$ cat config.mk
export PLATFORM = sky130hd
export DESIGN_NAME = id_stage
export DESIGN_NICKNAME = d
export VERILOG_FILES = /design/src/rtl/id_pkg.sv /design/src/rtl/id_hazard_unit.sv /design/src/rtl/id_illegal_check.sv /design/src/rtl/id_operand_sel.sv /design/src/rtl/id_stage.sv
export VERILOG_INCLUDE_DIRS = /design/src /design/src/rtl
export SDC_FILE = /design/constraint.sdc
export NUM_CORES = 1
export LEC_CHECK = 0
export BUFFER_PORTS_ARGS = -buffer_cell sky130_fd_sc_hd__clkbuf_2
export CELL_PAD_IN_SITES_DETAIL_PLACEMENT = 2
export CELL_PAD_IN_SITES_GLOBAL_PLACEMENT = 2
export CORE_UTILIZATION = 25
export CTS_CLUSTER_DIAMETER = 120
export DETAILED_ROUTE_END_ITERATION = 8
export PLACE_DENSITY = 0.88
export SYNTH_ARGS = -nofsm -noshare
export SYNTH_HDL_FRONTEND = slang
export SYNTH_SLANG_ARGS = --single-unit
$ cat constraint.sdc
create_clock -name clk -period 2.2 [get_ports clk]
set_input_delay 0.11 -clock clk [delete_from_list [all_inputs] [get_ports clk]]
set_output_delay 0.11 -clock clk [all_outputs]
set_load 0.03 [all_outputs]
$ cat src/rtl/id_cfg.svh
/*
 * Build-time configuration of the decode stage.
 * Included by the package and by any module that needs a width, the reset pc or a cause bit.
 */

`ifndef ID_CFG_SVH
`define ID_CFG_SVH

// Data and pc width
`define ID_XLEN 32

// Exception cause vector width
`define ID_EXC_W 16

// Pc after reset
`define ID_PC_INIT 32'h0000_0200

// Cause bit positions in the exception vector
`define ID_CAUSE_ILLEGAL 2
`define ID_CAUSE_BREAK   3
`define ID_CAUSE_UECALL  8
`define ID_CAUSE_MECALL  11

`endif

$ cat src/rtl/id_pkg.sv
/*
 * Shared types, opcode and privilege constants for the decode stage.
 * Modules import it inside their body and use scoped names in their ports.
 */

`include "id_cfg.svh"

package id_pkg;

  typedef logic [`ID_XLEN-1:0]  xlen_t;
  typedef logic [31:0]          instr_t;
  typedef logic [4:0]           reg_addr_t;
  typedef logic [4:0]           opcode_t;    // Instruction bits 6:2
  typedef logic [`ID_EXC_W-1:0] exc_t;
  typedef logic [1:0]           prv_t;

  ////////////////////////////////////////
  // Base opcodes
  ////////////////////////////////////////
  localparam opcode_t OPC_LOAD     = 5'b00000;
  localparam opcode_t OPC_MISC_MEM = 5'b00011;
  localparam opcode_t OPC_OP_IMM   = 5'b00100;
  localparam opcode_t OPC_AUIPC    = 5'b00101;
  localparam opcode_t OPC_STORE    = 5'b01000;
  localparam opcode_t OPC_OP       = 5'b01100;
  localparam opcode_t OPC_LUI      = 5'b01101;
  localparam opcode_t OPC_BRANCH   = 5'b11000;
  localparam opcode_t OPC_JALR     = 5'b11001;
  localparam opcode_t OPC_JAL      = 5'b11011;
  localparam opcode_t OPC_SYSTEM   = 5'b11100;

  localparam prv_t PRV_U = 2'b00;
  localparam prv_t PRV_M = 2'b11;

  // Full encodings of the fixed SYSTEM instructions
  localparam instr_t INSTR_ECALL  = 32'h0000_0073;
  localparam instr_t INSTR_EBREAK = 32'h0010_0073;
  localparam instr_t INSTR_MRET   = 32'h3020_0073;

  // One later pipeline stage, as seen from decode
  typedef struct packed {
    instr_t instr;
    logic   bubble;
  } stage_t;

  // Source choice for one operand
  typedef struct packed {
    logic userf;
    logic bypex;
    logic bypmem;
    logic bypwb;
  } byp_t;

  // Stage holds a valid instruction that writes rd
  function automatic logic writes_rd(stage_t s);
    case (s.instr[6:2])
      OPC_LOAD, OPC_OP_IMM, OPC_AUIPC, OPC_OP, OPC_LUI,
      OPC_JALR, OPC_JAL, OPC_SYSTEM: return ~s.bubble;
      default:                       return 1'b0;
    endcase
  endfunction

  function automatic logic uses_rs1(opcode_t opc);
    return opc inside {OPC_OP_IMM, OPC_OP, OPC_BRANCH, OPC_JALR,
                       OPC_LOAD, OPC_STORE, OPC_SYSTEM};
  endfunction

  function automatic logic uses_rs2(opcode_t opc);
    return opc inside {OPC_OP, OPC_BRANCH, OPC_STORE};
  endfunction

endpackage

$ cat src/rtl/id_hazard_unit.sv
/*
 * Registered bypass selects for the ex, mem and wb forwarding paths.
 * Combinational load-use stall against the decode and ex stages.
 */

`timescale 1ns/1ps

module id_hazard_unit (
  input  logic           clk,
  input  logic           stall,
  input  logic           flush,
  input  id_pkg::instr_t if_instr,
  input  logic           if_bubble,
  input  id_pkg::stage_t id_stage_info,
  input  id_pkg::stage_t ex_stage,
  input  id_pkg::stage_t mem_stage,
  output logic           bypex_a,
  output logic           bypmem_a,
  output logic           bypwb_a,
  output logic           bypex_b,
  output logic           bypmem_b,
  output logic           bypwb_b,
  output logic           id_stall
);

  import id_pkg::*;

  opcode_t   if_opcode;
  reg_addr_t if_src1;
  reg_addr_t if_src2;
  reg_addr_t id_dst;
  reg_addr_t ex_dst;
  logic      use_a;
  logic      use_b;
  logic      ld_dep_id;
  logic      ld_dep_ex;

  // x0 is a sink, a zero destination never forwards
  function automatic logic hit(reg_addr_t src, stage_t s);
    return (src == s.instr[11:7]) && (s.instr[11:7] != '0) && writes_rd(s);
  endfunction

  assign if_opcode = if_instr[6:2];
  assign if_src1   = if_instr[19:15];
  assign if_src2   = if_instr[24:20];
  assign use_a     = uses_rs1(if_opcode);
  assign use_b     = uses_rs2(if_opcode);

  ////////////////////////////////////////
  // Bypass selects
  ////////////////////////////////////////
  always_ff @(posedge clk) begin
    if (!stall) begin
      bypex_a  <= use_a & hit(if_src1, id_stage_info);
      bypmem_a <= use_a & hit(if_src1, ex_stage);
      bypwb_a  <= use_a & hit(if_src1, mem_stage);
      bypex_b  <= use_b & hit(if_src2, id_stage_info);
      bypmem_b <= use_b & hit(if_src2, ex_stage);
      bypwb_b  <= use_b & hit(if_src2, mem_stage);
    end
  end

  ////////////////////////////////////////
  // Load-use stall
  ////////////////////////////////////////
  assign id_dst = id_stage_info.instr[11:7];
  assign ex_dst = ex_stage.instr[11:7];

  // Load data is not ready until it leaves mem
  assign ld_dep_id = (id_stage_info.instr[6:2] == OPC_LOAD) && !id_stage_info.bubble &&
                     ((use_a && (if_src1 == id_dst)) || (use_b && (if_src2 == id_dst)));
  assign ld_dep_ex = (ex_stage.instr[6:2] == OPC_LOAD) && !ex_stage.bubble &&
                     ((use_a && (if_src1 == ex_dst)) || (use_b && (if_src2 == ex_dst)));

  always_comb begin
    if (flush)      id_stall = 1'b0;        // Flush overrules stall
    else if (stall) id_stall = ~if_bubble;  // Fetch bubbles need no hold
    else            id_stall = ld_dep_id | ld_dep_ex;
  end

endmodule

$ cat src/rtl/id_illegal_check.sv
/*
 * Classifies the fetched word against the RV32I base set.
 * Flags illegal, breakpoint and environment call for the decode exception register.
 */

`timescale 1ns/1ps

module id_illegal_check (
  input  id_pkg::instr_t if_instr,
  input  id_pkg::prv_t   st_prv,
  output logic [2:0]     exc_kind    // {illegal, breakpoint, ecall}
);

  import id_pkg::*;

  opcode_t    opcode;
  logic [2:0] funct3;
  logic [6:0] funct7;
  logic       is_ecall;
  logic       is_ebreak;
  logic       is_mret;
  logic       illegal;

  assign opcode    = if_instr[6:2];
  assign funct3    = if_instr[14:12];
  assign funct7    = if_instr[31:25];
  assign is_ecall  = (if_instr == INSTR_ECALL);
  assign is_ebreak = (if_instr == INSTR_EBREAK);
  assign is_mret   = (if_instr == INSTR_MRET);

  always_comb begin
    illegal = 1'b0;
    case (opcode)
      OPC_LUI, OPC_AUIPC, OPC_JAL: illegal = 1'b0;
      OPC_JALR:     illegal = (funct3 != 3'b000);
      OPC_BRANCH:   illegal = (funct3 == 3'b010) || (funct3 == 3'b011);
      OPC_LOAD:     illegal = (funct3 == 3'b011) || (funct3 == 3'b110) || (funct3 == 3'b111);
      OPC_STORE:    illegal = funct3[2] || (funct3 == 3'b011);
      OPC_MISC_MEM: illegal = (funct3[2:1] != 2'b00);  // FENCE and FENCE.I only
      OPC_OP_IMM: begin
        case (funct3)
          3'b001:  illegal = (funct7[6:1] != 6'b0) || funct7[0];
          3'b101:  illegal = ((funct7[6:1] != 6'b0) && (funct7[6:1] != 6'b010000)) ||
                             funct7[0];  // shamt[5] not valid on RV32
          default: illegal = 1'b0;
        endcase
      end
      OPC_OP: begin
        illegal = !((funct7 == 7'b0000000) ||
                    ((funct7 == 7'b0100000) && ((funct3 == 3'b000) || (funct3 == 3'b101))));
      end
      OPC_SYSTEM: begin
        // CSR accesses pass, no permission table here
        if (funct3 == 3'b000) illegal = !(is_ecall || is_ebreak || (is_mret && st_prv == PRV_M));
        else                  illegal = (funct3 == 3'b100);
      end
      default: illegal = 1'b1;
    endcase
    if (if_instr[1:0] != 2'b11) illegal = 1'b1;  // Compressed space
  end

  assign exc_kind = {illegal, is_ebreak, is_ecall};

endmodule

$ cat src/rtl/id_operand_sel.sv
/*
 * Immediate generation and operand A/B registers for the execute stage.
 * Also registers the register-file-use flags, cleared when writeback already has the source.
 */

`timescale 1ns/1ps

module id_operand_sel (
  input  logic           clk,
  input  id_pkg::instr_t if_instr,
  input  id_pkg::xlen_t  if_pc,
  input  id_pkg::xlen_t  wb_r,
  input  id_pkg::stage_t wb_stage,
  input  logic           stall,
  output id_pkg::xlen_t  id_opa,
  output id_pkg::xlen_t  id_opb,
  output logic           userf_a,
  output logic           userf_b
);

  import id_pkg::*;

  opcode_t   opcode;
  reg_addr_t if_src1;
  reg_addr_t if_src2;
  reg_addr_t wb_dst;
  xlen_t     imm_i;
  xlen_t     imm_u;
  logic      can_ldwb;
  logic      wb_hit_a;
  logic      wb_hit_b;

  assign opcode  = if_instr[6:2];
  assign if_src1 = if_instr[19:15];
  assign if_src2 = if_instr[24:20];
  assign wb_dst  = wb_stage.instr[11:7];

  ////////////////////////////////////////
  // Immediates
  ////////////////////////////////////////
  assign imm_i = xlen_t'($signed(if_instr[31:20]));
  assign imm_u = xlen_t'($signed({if_instr[31:12], 12'h000}));

  // Writeback result lands between wb_r and the register file
  assign can_ldwb = writes_rd(wb_stage);
  assign wb_hit_a = (if_src1 == wb_dst) && (wb_dst != '0) && can_ldwb;
  assign wb_hit_b = (if_src2 == wb_dst) && (wb_dst != '0) && can_ldwb;

  always_ff @(posedge clk) begin
    if (!stall) begin
      userf_a <= uses_rs1(opcode) & ~wb_hit_a;
      userf_b <= uses_rs2(opcode) & ~wb_hit_b;
    end
  end

  ////////////////////////////////////////
  // Operand registers
  ////////////////////////////////////////
  always_ff @(posedge clk) begin
    if (!stall) begin
      case (opcode)
        OPC_OP_IMM, OPC_LOAD, OPC_JALR: begin
          id_opa <= wb_r;
          id_opb <= imm_i;
        end
        OPC_OP, OPC_BRANCH, OPC_STORE: begin
          id_opa <= wb_r;
          id_opb <= wb_r;
        end
        OPC_AUIPC: begin
          id_opa <= if_pc;
          id_opb <= imm_u;
        end
        OPC_LUI: begin
          id_opa <= '0;
          id_opb <= imm_u;
        end
        OPC_SYSTEM: begin
          id_opa <= wb_r;              // CSR source register
          id_opb <= xlen_t'(if_src1);  // Zero-extended uimm for CSRxxI
        end
        default: ;  // JAL, FENCE and illegal words leave operands as they are
      endcase
    end
  end

endmodule

$ cat src/rtl/id_stage.sv
/*
 * Instruction decode stage of the RV32I pipeline.
 * Holds the pc, instruction, bubble and exception registers and ties the decode helpers together.
 */

`timescale 1ns/1ps

`include "id_cfg.svh"

module id_stage (
  input  logic           clk,
  input  logic           rstn,
  // Fetch
  input  id_pkg::xlen_t  if_pc,
  input  id_pkg::instr_t if_instr,
  input  logic           if_bubble,
  input  id_pkg::exc_t   if_exception,
  // Pipeline control
  input  logic           ex_stall,
  input  logic           bu_flush,
  input  id_pkg::xlen_t  bu_nxt_pc,
  input  logic           st_flush,
  input  id_pkg::xlen_t  st_nxt_pc,
  input  id_pkg::prv_t   st_prv,
  // Later stages
  input  id_pkg::stage_t ex_stage,
  input  id_pkg::stage_t mem_stage,
  input  id_pkg::stage_t wb_stage,
  input  id_pkg::xlen_t  wb_r,
  // To execute
  output id_pkg::xlen_t  id_pc,
  output id_pkg::instr_t id_instr,
  output logic           id_bubble,
  output id_pkg::exc_t   id_exception,
  output logic           id_stall,
  output id_pkg::reg_addr_t id_src1,
  output id_pkg::reg_addr_t id_src2,
  output id_pkg::xlen_t  id_opa,
  output id_pkg::xlen_t  id_opb,
  output id_pkg::byp_t   byp_a,
  output id_pkg::byp_t   byp_b
);

  import id_pkg::*;

  logic       stall;
  logic       flush;
  logic       id_bubble_r;
  logic [2:0] exc_kind;
  exc_t       dec_exc;
  stage_t     id_stage_info;
  logic       userf_a, userf_b;
  logic       bypex_a, bypmem_a, bypwb_a;
  logic       bypex_b, bypmem_b, bypwb_b;

  assign stall = ex_stall;  // Local stall
  assign flush = bu_flush | st_flush;

  ////////////////////////////////////////
  // Pipeline registers
  ////////////////////////////////////////
  always_ff @(posedge clk or negedge rstn) begin
    if (!rstn)                    id_pc <= xlen_t'(`ID_PC_INIT);
    else if (st_flush)            id_pc <= st_nxt_pc;
    else if (bu_flush)            id_pc <= bu_nxt_pc;
    else if (!stall && !id_stall) id_pc <= if_pc;
  end

  always_ff @(posedge clk) begin
    if (!stall) id_instr <= if_instr;
  end

  always_ff @(posedge clk or negedge rstn) begin
    if (!rstn)       id_bubble_r <= 1'b1;
    else if (flush)  id_bubble_r <= 1'b1;
    else if (!stall) id_bubble_r <= id_stall | if_bubble;  // Load-use inserts a bubble
  end

  assign id_bubble     = stall | flush | id_bubble_r;
  assign id_stage_info = '{instr: id_instr, bubble: id_bubble_r};

  // Decoded causes are only valid for a real fetch
  always_comb begin
    dec_exc                    = if_exception;
    dec_exc[`ID_CAUSE_ILLEGAL] = ~if_bubble & exc_kind[2];
    dec_exc[`ID_CAUSE_BREAK]   = ~if_bubble & exc_kind[1];
    dec_exc[`ID_CAUSE_UECALL]  = ~if_bubble & exc_kind[0] & (st_prv == PRV_U);
    dec_exc[`ID_CAUSE_MECALL]  = ~if_bubble & exc_kind[0] & (st_prv == PRV_M);
  end

  always_ff @(posedge clk or negedge rstn) begin
    if (!rstn)        id_exception <= '0;
    else if (flush)   id_exception <= '0;
    else if (!stall) begin
      if (id_stall) id_exception <= '0;
      else          id_exception <= dec_exc;
    end
  end

  // Register file addresses, held with the pipeline
  assign id_src1 = stall ? id_instr[19:15] : if_instr[19:15];
  assign id_src2 = stall ? id_instr[24:20] : if_instr[24:20];

  ////////////////////////////////////////
  // Decode helpers
  ////////////////////////////////////////
  id_illegal_check u_illegal (
    .if_instr (if_instr),
    .st_prv   (st_prv),
    .exc_kind (exc_kind)
  );

  id_operand_sel u_operand (
    .clk      (clk),
    .if_instr (if_instr),
    .if_pc    (if_pc),
    .wb_r     (wb_r),
    .wb_stage (wb_stage),
    .stall    (stall),
    .id_opa   (id_opa),
    .id_opb   (id_opb),
    .userf_a  (userf_a),
    .userf_b  (userf_b)
  );

  id_hazard_unit u_hazard (
    .clk           (clk),
    .stall         (stall),
    .flush         (flush),
    .if_instr      (if_instr),
    .if_bubble     (if_bubble),
    .id_stage_info (id_stage_info),
    .ex_stage      (ex_stage),
    .mem_stage     (mem_stage),
    .bypex_a       (bypex_a),
    .bypmem_a      (bypmem_a),
    .bypwb_a       (bypwb_a),
    .bypex_b       (bypex_b),
    .bypmem_b      (bypmem_b),
    .bypwb_b       (bypwb_b),
    .id_stall      (id_stall)
  );

  assign byp_a = '{userf: userf_a, bypex: bypex_a, bypmem: bypmem_a, bypwb: bypwb_a};
  assign byp_b = '{userf: userf_b, bypex: bypex_b, bypmem: bypmem_b, bypwb: bypwb_b};

endmodule

**After elaboration in Yosys (flattened, before gate mapping)**

Index checks and enable logic that the tools add are counted.

- Bits in registers: 153
- Input port bits: 283
- Output and inout port bits: 164
- Word-level logic and storage cells: 203

- Eq/ne operators: 61
- Muxes and demuxes: 25
- Bitwise operators: 26
- Reductions and logical operators: 77

Operators by type and width:

| cell | count |
|---|---|
| $pmux W32 S4 | 1 |
| $mux W32 | 3 |
| $pmux W32 S3 | 1 |
| $eq A5 B5 Y1 const B | 16 |
| $eq A5 B4 Y1 const B | 11 |
| $eq A5 B3 Y1 const B | 10 |
| $mux W16 | 3 |
| $eq A5 B5 Y1 | 8 |
| $eq A32 B21 Y1 const B | 1 |
| $eq A32 B30 Y1 const B | 1 |
| $eq A32 B7 Y1 const B | 1 |
| $reduce_or A8 Y1 | 4 |
| $logic_and A1 B1 Y1 | 28 |
| $logic_not A5 Y1 | 5 |
| $reduce_bool A5 Y1 | 4 |
| $and A1 B1 Y1 | 13 |
| $mux W1 | 13 |
| $eq A3 B3 Y1 const B | 4 |
| $logic_or A1 B1 Y1 | 12 |
| $reduce_bool A3 Y1 | 4 |
| $mux W5 | 2 |
| $pmux W1 S9 | 1 |
| $reduce_or A3 Y1 | 3 |
| $not A1 Y1 | 8 |
| other kinds (21) | 32 |

**Logic depth before layout (Yosys ltp)**

Gate-level depths: netlist of the first run.

- Depth after elaboration: 13
- Depth in mapped cells: 8
- Mapped depth without buffers: 6

**By module**

A second synthesis of the first run with hierarchy kept.

- Cell total of the unflattened synthesis: 614
- Area, all modules: 7,810.0 um^2

Modules (own cells, without submodules):

| module | instances | cells an instance | area an instance (um^2) |
|---|---|---|---|
| id_stage | 1 | 277 | 3,726.1 |
| id_operand_sel | 1 | 194 | 2,996.6 |
| id_hazard_unit | 1 | 95 | 784.5 |
| id_illegal_check | 1 | 48 | 302.8 |

**Least setup slack after synthesis of the first run**

Ideal clock, no wire load.

- Path type: input-to-reg
- Start point: in ex_stall
- End point: reg u_operand.id_opa[0] (enable)
- Arrival: 3.714 ns
- Required time: 1.699 ns
- Path slack: -2.015 ns
- Cell stages on the path: 3
- Buffers on the path: 2
- Cell sequence: buf_1 -> buf_1 -> nor4_1

- Word-level cells in the longest chain between the ends: 2

RTL lines:

| what | RTL line | text |
|---|---|---|
| start: declaration | id_stage.sv:19 | `input logic ex_stall,` |
| $not A1 Y1 (no source line) | n/a |  |
| $reduce_and A2 Y1 (no source line) | n/a |  |
| end signal: assignment | id_operand_sel.sv:63 | `id_opa <= wb_r;` |
| end signal: assignment | id_operand_sel.sv:67 | `id_opa <= wb_r;` |
| end signal: assignment | id_operand_sel.sv:71 | `id_opa <= if_pc;` |
| end: declaration | id_operand_sel.sv:15 | `output id_pkg::xlen_t id_opa,` |

Every way passes these cells.
A chain may end at the register's enable or synchronous reset.

**Worst setup path in the final report of the first run**

- Start point: reg id_instr[7]
- End point: reg id_pc[20]

- Word-level cells in the longest chain between the ends: 10

RTL lines:

| what | RTL line | text |
|---|---|---|
| start: declaration | id_stage.sv:32 | `output id_pkg::instr_t id_instr,` |
| start signal: assignment | id_stage.sv:70 | `if (!stall) id_instr <= if_instr;` |
| $eq A5 B5 Y1 | id_hazard_unit.sv:71 | `((use_a && (if_src1 == id_dst)) \|\| (use_b && (if_src2 == id_dst)));` |
| $logic_and A1 B1 Y1 | id_hazard_unit.sv:71 |  |
| $logic_or A1 B1 Y1 * | id_hazard_unit.sv:71 |  |
| $logic_and A1 B1 Y1 * | id_hazard_unit.sv:70 | `assign ld_dep_id = (id_stage_info.instr[6:2] == OPC_LOAD) && !id_stage_info.bubble &&` |
| $or A1 B1 Y1 * | id_hazard_unit.sv:78 | `else id_stall = ld_dep_id \| ld_dep_ex;` |
| $mux W1 * | id_hazard_unit.sv:77 | `else if (stall) id_stall = ~if_bubble;` |
| $mux W1 * | id_hazard_unit.sv:76 | `if (flush) id_stall = 1'b0;` |
| $logic_not A1 Y1 * | id_stage.sv:66 | `else if (!stall && !id_stall) id_pc <= if_pc;` |
| $logic_and A1 B1 Y1 * | id_stage.sv:66 |  |
| $reduce_bool A3 Y1 (no source line) * | n/a |  |
| end signal: assignment | id_stage.sv:64 | `else if (st_flush) id_pc <= st_nxt_pc;` |
| end signal: assignment | id_stage.sv:65 | `else if (bu_flush) id_pc <= bu_nxt_pc;` |
| end signal: assignment | id_stage.sv:66 |  |
| end: declaration | id_stage.sv:31 | `output id_pkg::xlen_t id_pc,` |

Mark *: on every way between the ends. The rest lies on a longest branch, timed or not.

==> flow_summary.toml, run 1 <==
[power]
finalPower_mw = 8.620
p_per_area_nw_per_um2 = 735.4
p_clk_share_pct = 36.6
switchingPower_mw = 2.840
p_comb_share_pct = 23.4
p_sw_share_pct = 32.95
p_leak_nw = 5.383
internal-power_mw = 5.780
ir_drop_mv = 0.4368
power_frac_seq_pct = 40.0

[route]
dr.pass1.iters = 4
via_per_inst = 5.178
wl_um = 41190
remaining_drc_errors = 0
vias = 7725
avgRoutedWirePerCell_um = 27.61
ant_nets = 0
drt_iter0_markers = 388

[critical_path]
crit_path_end_kind = "flip-flop"
path_max_fanout = 8
r2r-end = "id_pc[20]"
required_ns = 2.50
rr_startpoint = "id_instr[7]"
critPathLaunchType = "flip-flop"
arrival_ns = 2.84
r2r_cells = 10
crit_type = "flip-flop to flip-flop"
r2r_setup_slack_ns = -0.33

[placed_design]
dp.cells = 1405
post-place-ws_ns = -0.2062
port_buffers = 376
dp_hpwl_um = 29790
gp_congestion = 0.8784

[final_layout]
seqCellArea_um2 = 4352
layout-drive-gt1-share_pct = 50.18
nFillCells = 3286
area_growth_pct = 50.22
finalNetCount = 1364
multi_input_area_um2 = 3261
finish.utilization_pct = 38.22
instances_no_fill = 1492

[yosys]
syn_nets = 911
yosys.area.top_type_share_pct = 40.02
yosysTopAreaCell = "edfxtp_1"
ys.flop_type = "edfxtp_1"
synth.avg_cell_area_um2 = 12.43
netlist_instances = 628
synth_edf_count = 104
seq_area_frac_synth_pct = 55.76
synth_area_leaders = "edfxtp_1 40%, dfrtp_1 15%, a22o_1 5.7%, mux2_4 5.6%, mux2i_1 4.1%"
async_flop_share_pct = 32.03
ys_ff_latch = 153
netlist_area_um2 = 7804
synth_warnings = 0
synth_cell_types = 59

[clock_network]
clk_pin_slew_worst_paths_ns = 0.07
htree_levels = 4
clock_path_buffers = 2
cts_buffers = 17
worstSkewPairLatency_ns = 0.43
cts_tree = "done"
cts_sinks = 153
root_buffer = "clkbuf_16"

[timing]
rsz0062_at_grt = "yes"
drv_slew = 0
setup_viol = 40
clock.fmax_mhz = 395.0
hold_violations = 0
finalClockSkew_ns = 0.01967
post-route-min-period_ns = 2.532
relSlewSlack_pct = 50.89
worstMarginPinSlew_ns = 0.7366
period_share_pct = 115.1
finalWorstSetupSlack_ns = -0.3316

[min_path]
hold_end = "u_operand.id_opa[9]"
hp-start = "if_pc[9]"
whs_path_depth = 2
hp-class = "input port to flip-flop"

[global_route]
grt_pass1_wl_um = 57760
grt_max_degree = 65
grtUsageTotal_pct = 25.31
antenna_found_initial = 4
grt_pass1_vias = 8801
grt_overflow = 0

[run]
cap_viol_max_count = 0

[outcome]
violations = "setup timing"
outcome = "finished, violations left"

[die]
die_area_um2 = 31920
io_pins = 447
fp-row-count = 64
core_um2 = 30670
die_y_um = 178.7
die_w_um = 178.7
start_util_pct = 25.44
per-stage QoR:
| step | area, um2 | setup TNS [ns] | hold slack (ns) |
|---|---|---|---|
| 6_report | 11720 | -8.605 | 0.01511 |
| 4_1_cts | 11630 | -4.171 | 0.001358 |
| 3_5_place_dp | 10500 | -7.288 | 0.2985 |
| 2_1_floorplan | 7834 | -43.89 | -0.1856 |
| 3_3_place_gp | 10500 | -3.749 | 0.2799 |
| 5_1_grt | 11720 | -10.38 | 0.000006828 |
how the worst max path moves through the flow:
| stage | slack, ns | end | startpoint | cells after the start |
|---|---|---|---|---|
| after CTS | -0.24 | id_stall | id_instr[7] | 8 |
| after global routing | -0.39 | id_stall | id_instr[7] | 8 |
| after floorplan | -0.68 | u_operand.id_opa[0] | ex_stall | 3 |
| after global placement | -0.12 | id_pc[12] | if_instr[4] | 8 |
| after detailed placement | -0.21 | id_pc[8] | if_instr[5] | 8 |
| final | -0.33 | id_pc[20] | id_instr[7] | 10 |
critical path, cell delays in order (launching register included):
cell and delay, ns:
edfxtp_1 0.49, xor2_1 0.21, nor3_2 0.23, nand4_1 0.27, a21oi_2 0.22, buf_6 0.14
o31ai_4 0.08, buf_4 0.16, buf_6 0.13, clkbuf_16 0.18, mux2_4 0.31
cell usage in the layout, fill, tap and decap left out, types with 9 or more instances in the layout:
cell,count
clkbuf_2,375
edfxtp_1,104
buf_4,62
nand2_1,58
a22o_1,51
dfrtp_1,47
dlygate4sd3_1,42
o21ai_0,36
mux2i_1,32
mux2_4,29
nor2_1,25
a221o_1,20
xor2_1,20
xnor2_1,19
clkbuf_16,18
mux2_2,13
nor3_1,12
a21oi_1,9
final cells by class:
class                           instances  share of cell area [%]
Antenna cell                            2                 0.04269
Clock buffer                           17                   3.629
Clock inverter                         15                   1.494
Inverter                               10                  0.3202
Multi-Input combinational cell        409                   27.82
Sequential cell                       153                   37.12
Tap cell                              396                   4.227
Timing Repair Buffer                  490                   25.35
state kept, by name, summed over array words and instances (netlist names):
| register | flops |
|---|---|
| u_operand.id_opb | 32 |
| u_hazard.bypex_a | 1 |
| id_instr | 32 |
| u_hazard.bypwb_a | 1 |
| u_hazard.bypwb_b | 1 |
| u_operand.userf_b | 1 |
| u_operand.userf_a | 1 |
| u_operand.id_opa | 32 |
| id_bubble_r | 1 |
| id_pc | 32 |
| u_hazard.bypex_b | 1 |
| id_exception | 16 |
| u_hazard.bypmem_b | 1 |
| u_hazard.bypmem_a | 1 |
power by group through the flow:
stage	sequential (mW)	clock (mW)	combinational (mW)
after floorplan	3.88	0	0.635
after global placement	3.48	0	1.81
after detailed placement	3.50	0	1.89
after CTS	3.44	3.18	1.98
after global routing	3.47	3.30	2.11
final	3.45	3.15	2.02
what timing repair did:
| action | CTS | global route |
|---|---|---|
| pin swaps | 5 | 3 |
| endpoints found under the setup margin | 48 | 50 |
| hold buffers | 42 | 0 |
| gates cloned | 1 | 1 |
| hold endpoints to repair | 89 | 0 |
| setup buffers | 7 | 2 |
| resized for setup | 7 | 9 |
kinds of logic (layout without fill, tap and decap cells):
family	Yosys count	in the layout	share of synthesized area (%)
buf+inv	66	532	3.912
compound gates	152	152	15.38
mux	74	74	11.56
simple gates	142	142	8.787
flops	153	153	55.76
xor+xnor	41	41	4.602
other cells	0	2	0
synth_stat cells (2+ instances only):
cell	n
buf_4	8
or3_1	3
nand4_1	8
o22ai_1	2
edfxtp_1	104
a2bb2oi_1	3
nand3_1	6
mux2i_1	32
buf_1	4
buf_2	4
buf_6	3
xnor2_1	19
xor2_1	22
nor4_1	10
dfstp_2	2
mux2_4	29
a221o_1	20
o21ai_0	36
nand2b_1	2
o32ai_1	2
o41ai_1	2
nand2_1	58
dfrtp_1	47
or4_1	5
a21boi_0	2
nor2_1	25
mux2_2	13
nor3_1	15
clkbuf_1	37
a22oi_1	4
a22o_1	51
o31ai_1	2
a21oi_1	13
inv_1	10
routing by layer:
layer  global-route usage, %  share of wire [%]
met1                   29.35                 39
met2                   43.99                 51
met3                   5.407                5.8
met4                   12.54                4.5
met5                       0              0.056
No activity file was read; power rests on OpenSTA's default activity.
==> inputs of run 2 (changes only) <==
--- a/config.mk
+++ b/config.mk
@@ -12,7 +12,7 @@
 export CORE_UTILIZATION = 25
 export CTS_CLUSTER_DIAMETER = 120
 export DETAILED_ROUTE_END_ITERATION = 8
-export PLACE_DENSITY = 0.88
+export PLACE_DENSITY = 0.86
 export SYNTH_ARGS = -nofsm -noshare
 export SYNTH_HDL_FRONTEND = slang
 export SYNTH_SLANG_ARGS = --single-unit
==> run 2 against run 1 <==
Compared with the run above:
- the run still ends with setup timing left
- sequential share of layout area fell by 0.21 points
- final cell count grew 1.0%
- power decreased by 0.35%
- cell area up 0.57%
- critical endpoint is now id_stall
- largest cell class unchanged
- via count down 0.35%
- sequential cell count stayed put
- highest routed layer is now met4
- count of clock-buffer cells in the layout grew 1
==> flow_summary.toml, run 2 (synthesis results as in run 1) <==
[outcome]
outcome = "finished, violations left"
violations = "setup timing"

[critical_path]
crit_path_max_incr_delay_ns = 0.47
required_ns = 2.09
r2r_cells = 9
cpMaxStageDelayCell = "edfxtp_1"
crit_family = "flip-flops"
worstPathCellList = "xor2_1 > nor3_2 > nand4_1 > a21oi_1 > buf_4 > o31ai_4 > a21oi_2 > clkbuf_8"
crit_cells = 8
critPathLaunchType = "flip-flop"
crit_type = "flip-flop to primary output"
crit_path_end_kind = "primary output"
worst-path-buf-inv = 2
arrival_ns = 2.23
path_max_fanout = 3

[route]
avgRoutedWirePerCell_um = 26.54
vias = 7698
via_per_inst = 5.108
dr.pass1.iters = 4
ant_nets = 0
drt_iter0_markers = 345
wl_um = 39990
remaining_drc_errors = 0

[clock_network]
htree_levels = 4
cts_sinks = 153
cts_buffers = 17
cts_tree = "done"
clock_path_buffers = 2
root_buffer = "clkbuf_16"
clk_pin_slew_worst_paths_ns = 0.08
worstSkewPairLatency_ns = 0.43

[placed_design]
port_buffers = 376
dp.cells = 1404
dp_hpwl_um = 29300
gp_congestion = 0.8759

[timing]
worstMarginPinSlew_ns = 1.259
finalWorstSetupSlack_ns = -0.1374
clock.fmax_mhz = 427.8
hold_violations = 0
setup_viol = 33
finalClockSkew_ns = 0.01881
holdWs_ns = 0.01975
period_share_pct = 106.2
post-route-min-period_ns = 2.337
relSlewSlack_pct = 16.05
drv_slew = 0
rsz0062_at_grt = "yes"

[die]
core_um2 = 30670
start_util_pct = 25.44
io_pins = 447
die_w_um = 178.7
die_y_um = 178.7
fp-row-count = 64
die_area_um2 = 31920

[final_layout]
nFillCells = 3273
instances_no_fill = 1507
layout_common_cells = "375 x clkbuf_2, 104 x edfxtp_1, 68 x buf_4"
layout_commonest_cell = "clkbuf_2"
area_growth_pct = 51.07
finalNetCount = 1379
layout-drive-gt1-share_pct = 49.05

[global_route]
grt_pass1_wl_um = 56140
grtUsageTotal_pct = 24.52
grt_overflow = 0
grt_max_degree = 65
antenna_found_initial = 2
grt_pass1_vias = 8549

[run]
cap_viol_max_count = 0

[power]
ir_drop_mv = 0.5381
p_per_area_nw_per_um2 = 728.6
p_leak_nw = 5.424

[min_path]
whs_path_depth = 2
hp-class = "input port to flip-flop"
==> run 2: cell type report <==
cell class / instances / area [um2] / area share (%)
Sequential cell: 153 / 4352 / 36.91
Inverter: 10 / 37.54 / 0.3184
Clock buffer: 18 / 429.2 / 3.640
Tap cell: 396 / 495.5 / 4.203
Timing Repair Buffer: 504 / 3065 / 26.00
Antenna cell: 2 / 5.005 / 0.04245
Multi-Input combinational cell: 410 / 3231 / 27.40
Clock inverter: 14 / 173.9 / 1.475
==> run 2: path summary, 6_finish.rpt <==
kind | slack (ns) | start | to
hold / removal | 0.02 | if_pc[23] | u_operand.id_opa[23]
hold reg to reg | 0.51 | id_exception[4] | id_exception[4]
setup reg to reg | -0.11 | id_instr[11] | id_pc[4]
min in group asynchronous | 0.23 | rstn | id_pc[30]
max in group asynchronous | 1.22 | rstn | id_pc[9]
setup / recovery | -0.14 | id_instr[11] | id_stall
==> run 2: through the flow <==
step	cell area, um2	total power [mW]	util (%)	setup TNS, ns	setup slack [ns]
5_1_grt	11790	8.879	38.44	-4.462	-0.2316
3_5_place_dp	10470	5.365	34.14	-7.982	-0.2678
3_3_place_gp	10470	5.276	34.14	-2.360	-0.1312
2_1_floorplan	7834	4.515	-	-43.89	-0.6822
6_report	11790	8.590	38.44	-2.383	-0.1374
4_1_cts	11730	8.614	38.23	-2.025	-0.1312
==> run 2: power by group <==
part	internal [mW]	total (mW)	switching, mW
clock network	1.73	3.15	1.42
registers	3.32	3.44	0.114
logic	0.736	2.00	1.26
==> run 2: routing by layer <==
metal	wire length, um	track usage (%)
met1	15790	29.07
met3	2189	5.153
met2	20530	42.43
met4	1485	11.02
met5	0	0
==> run 2: timing repair <==
item / 4_1_cts / 5_1_grt
gates cloned: 0 / 3
resized for setup: 6 / 1
pin swaps: 7 / 4
endpoints found under the setup margin: 32 / 37
hold endpoints to repair: 71 / 0
hold buffers: 54 / 0
buffers inserted: 11 / 2
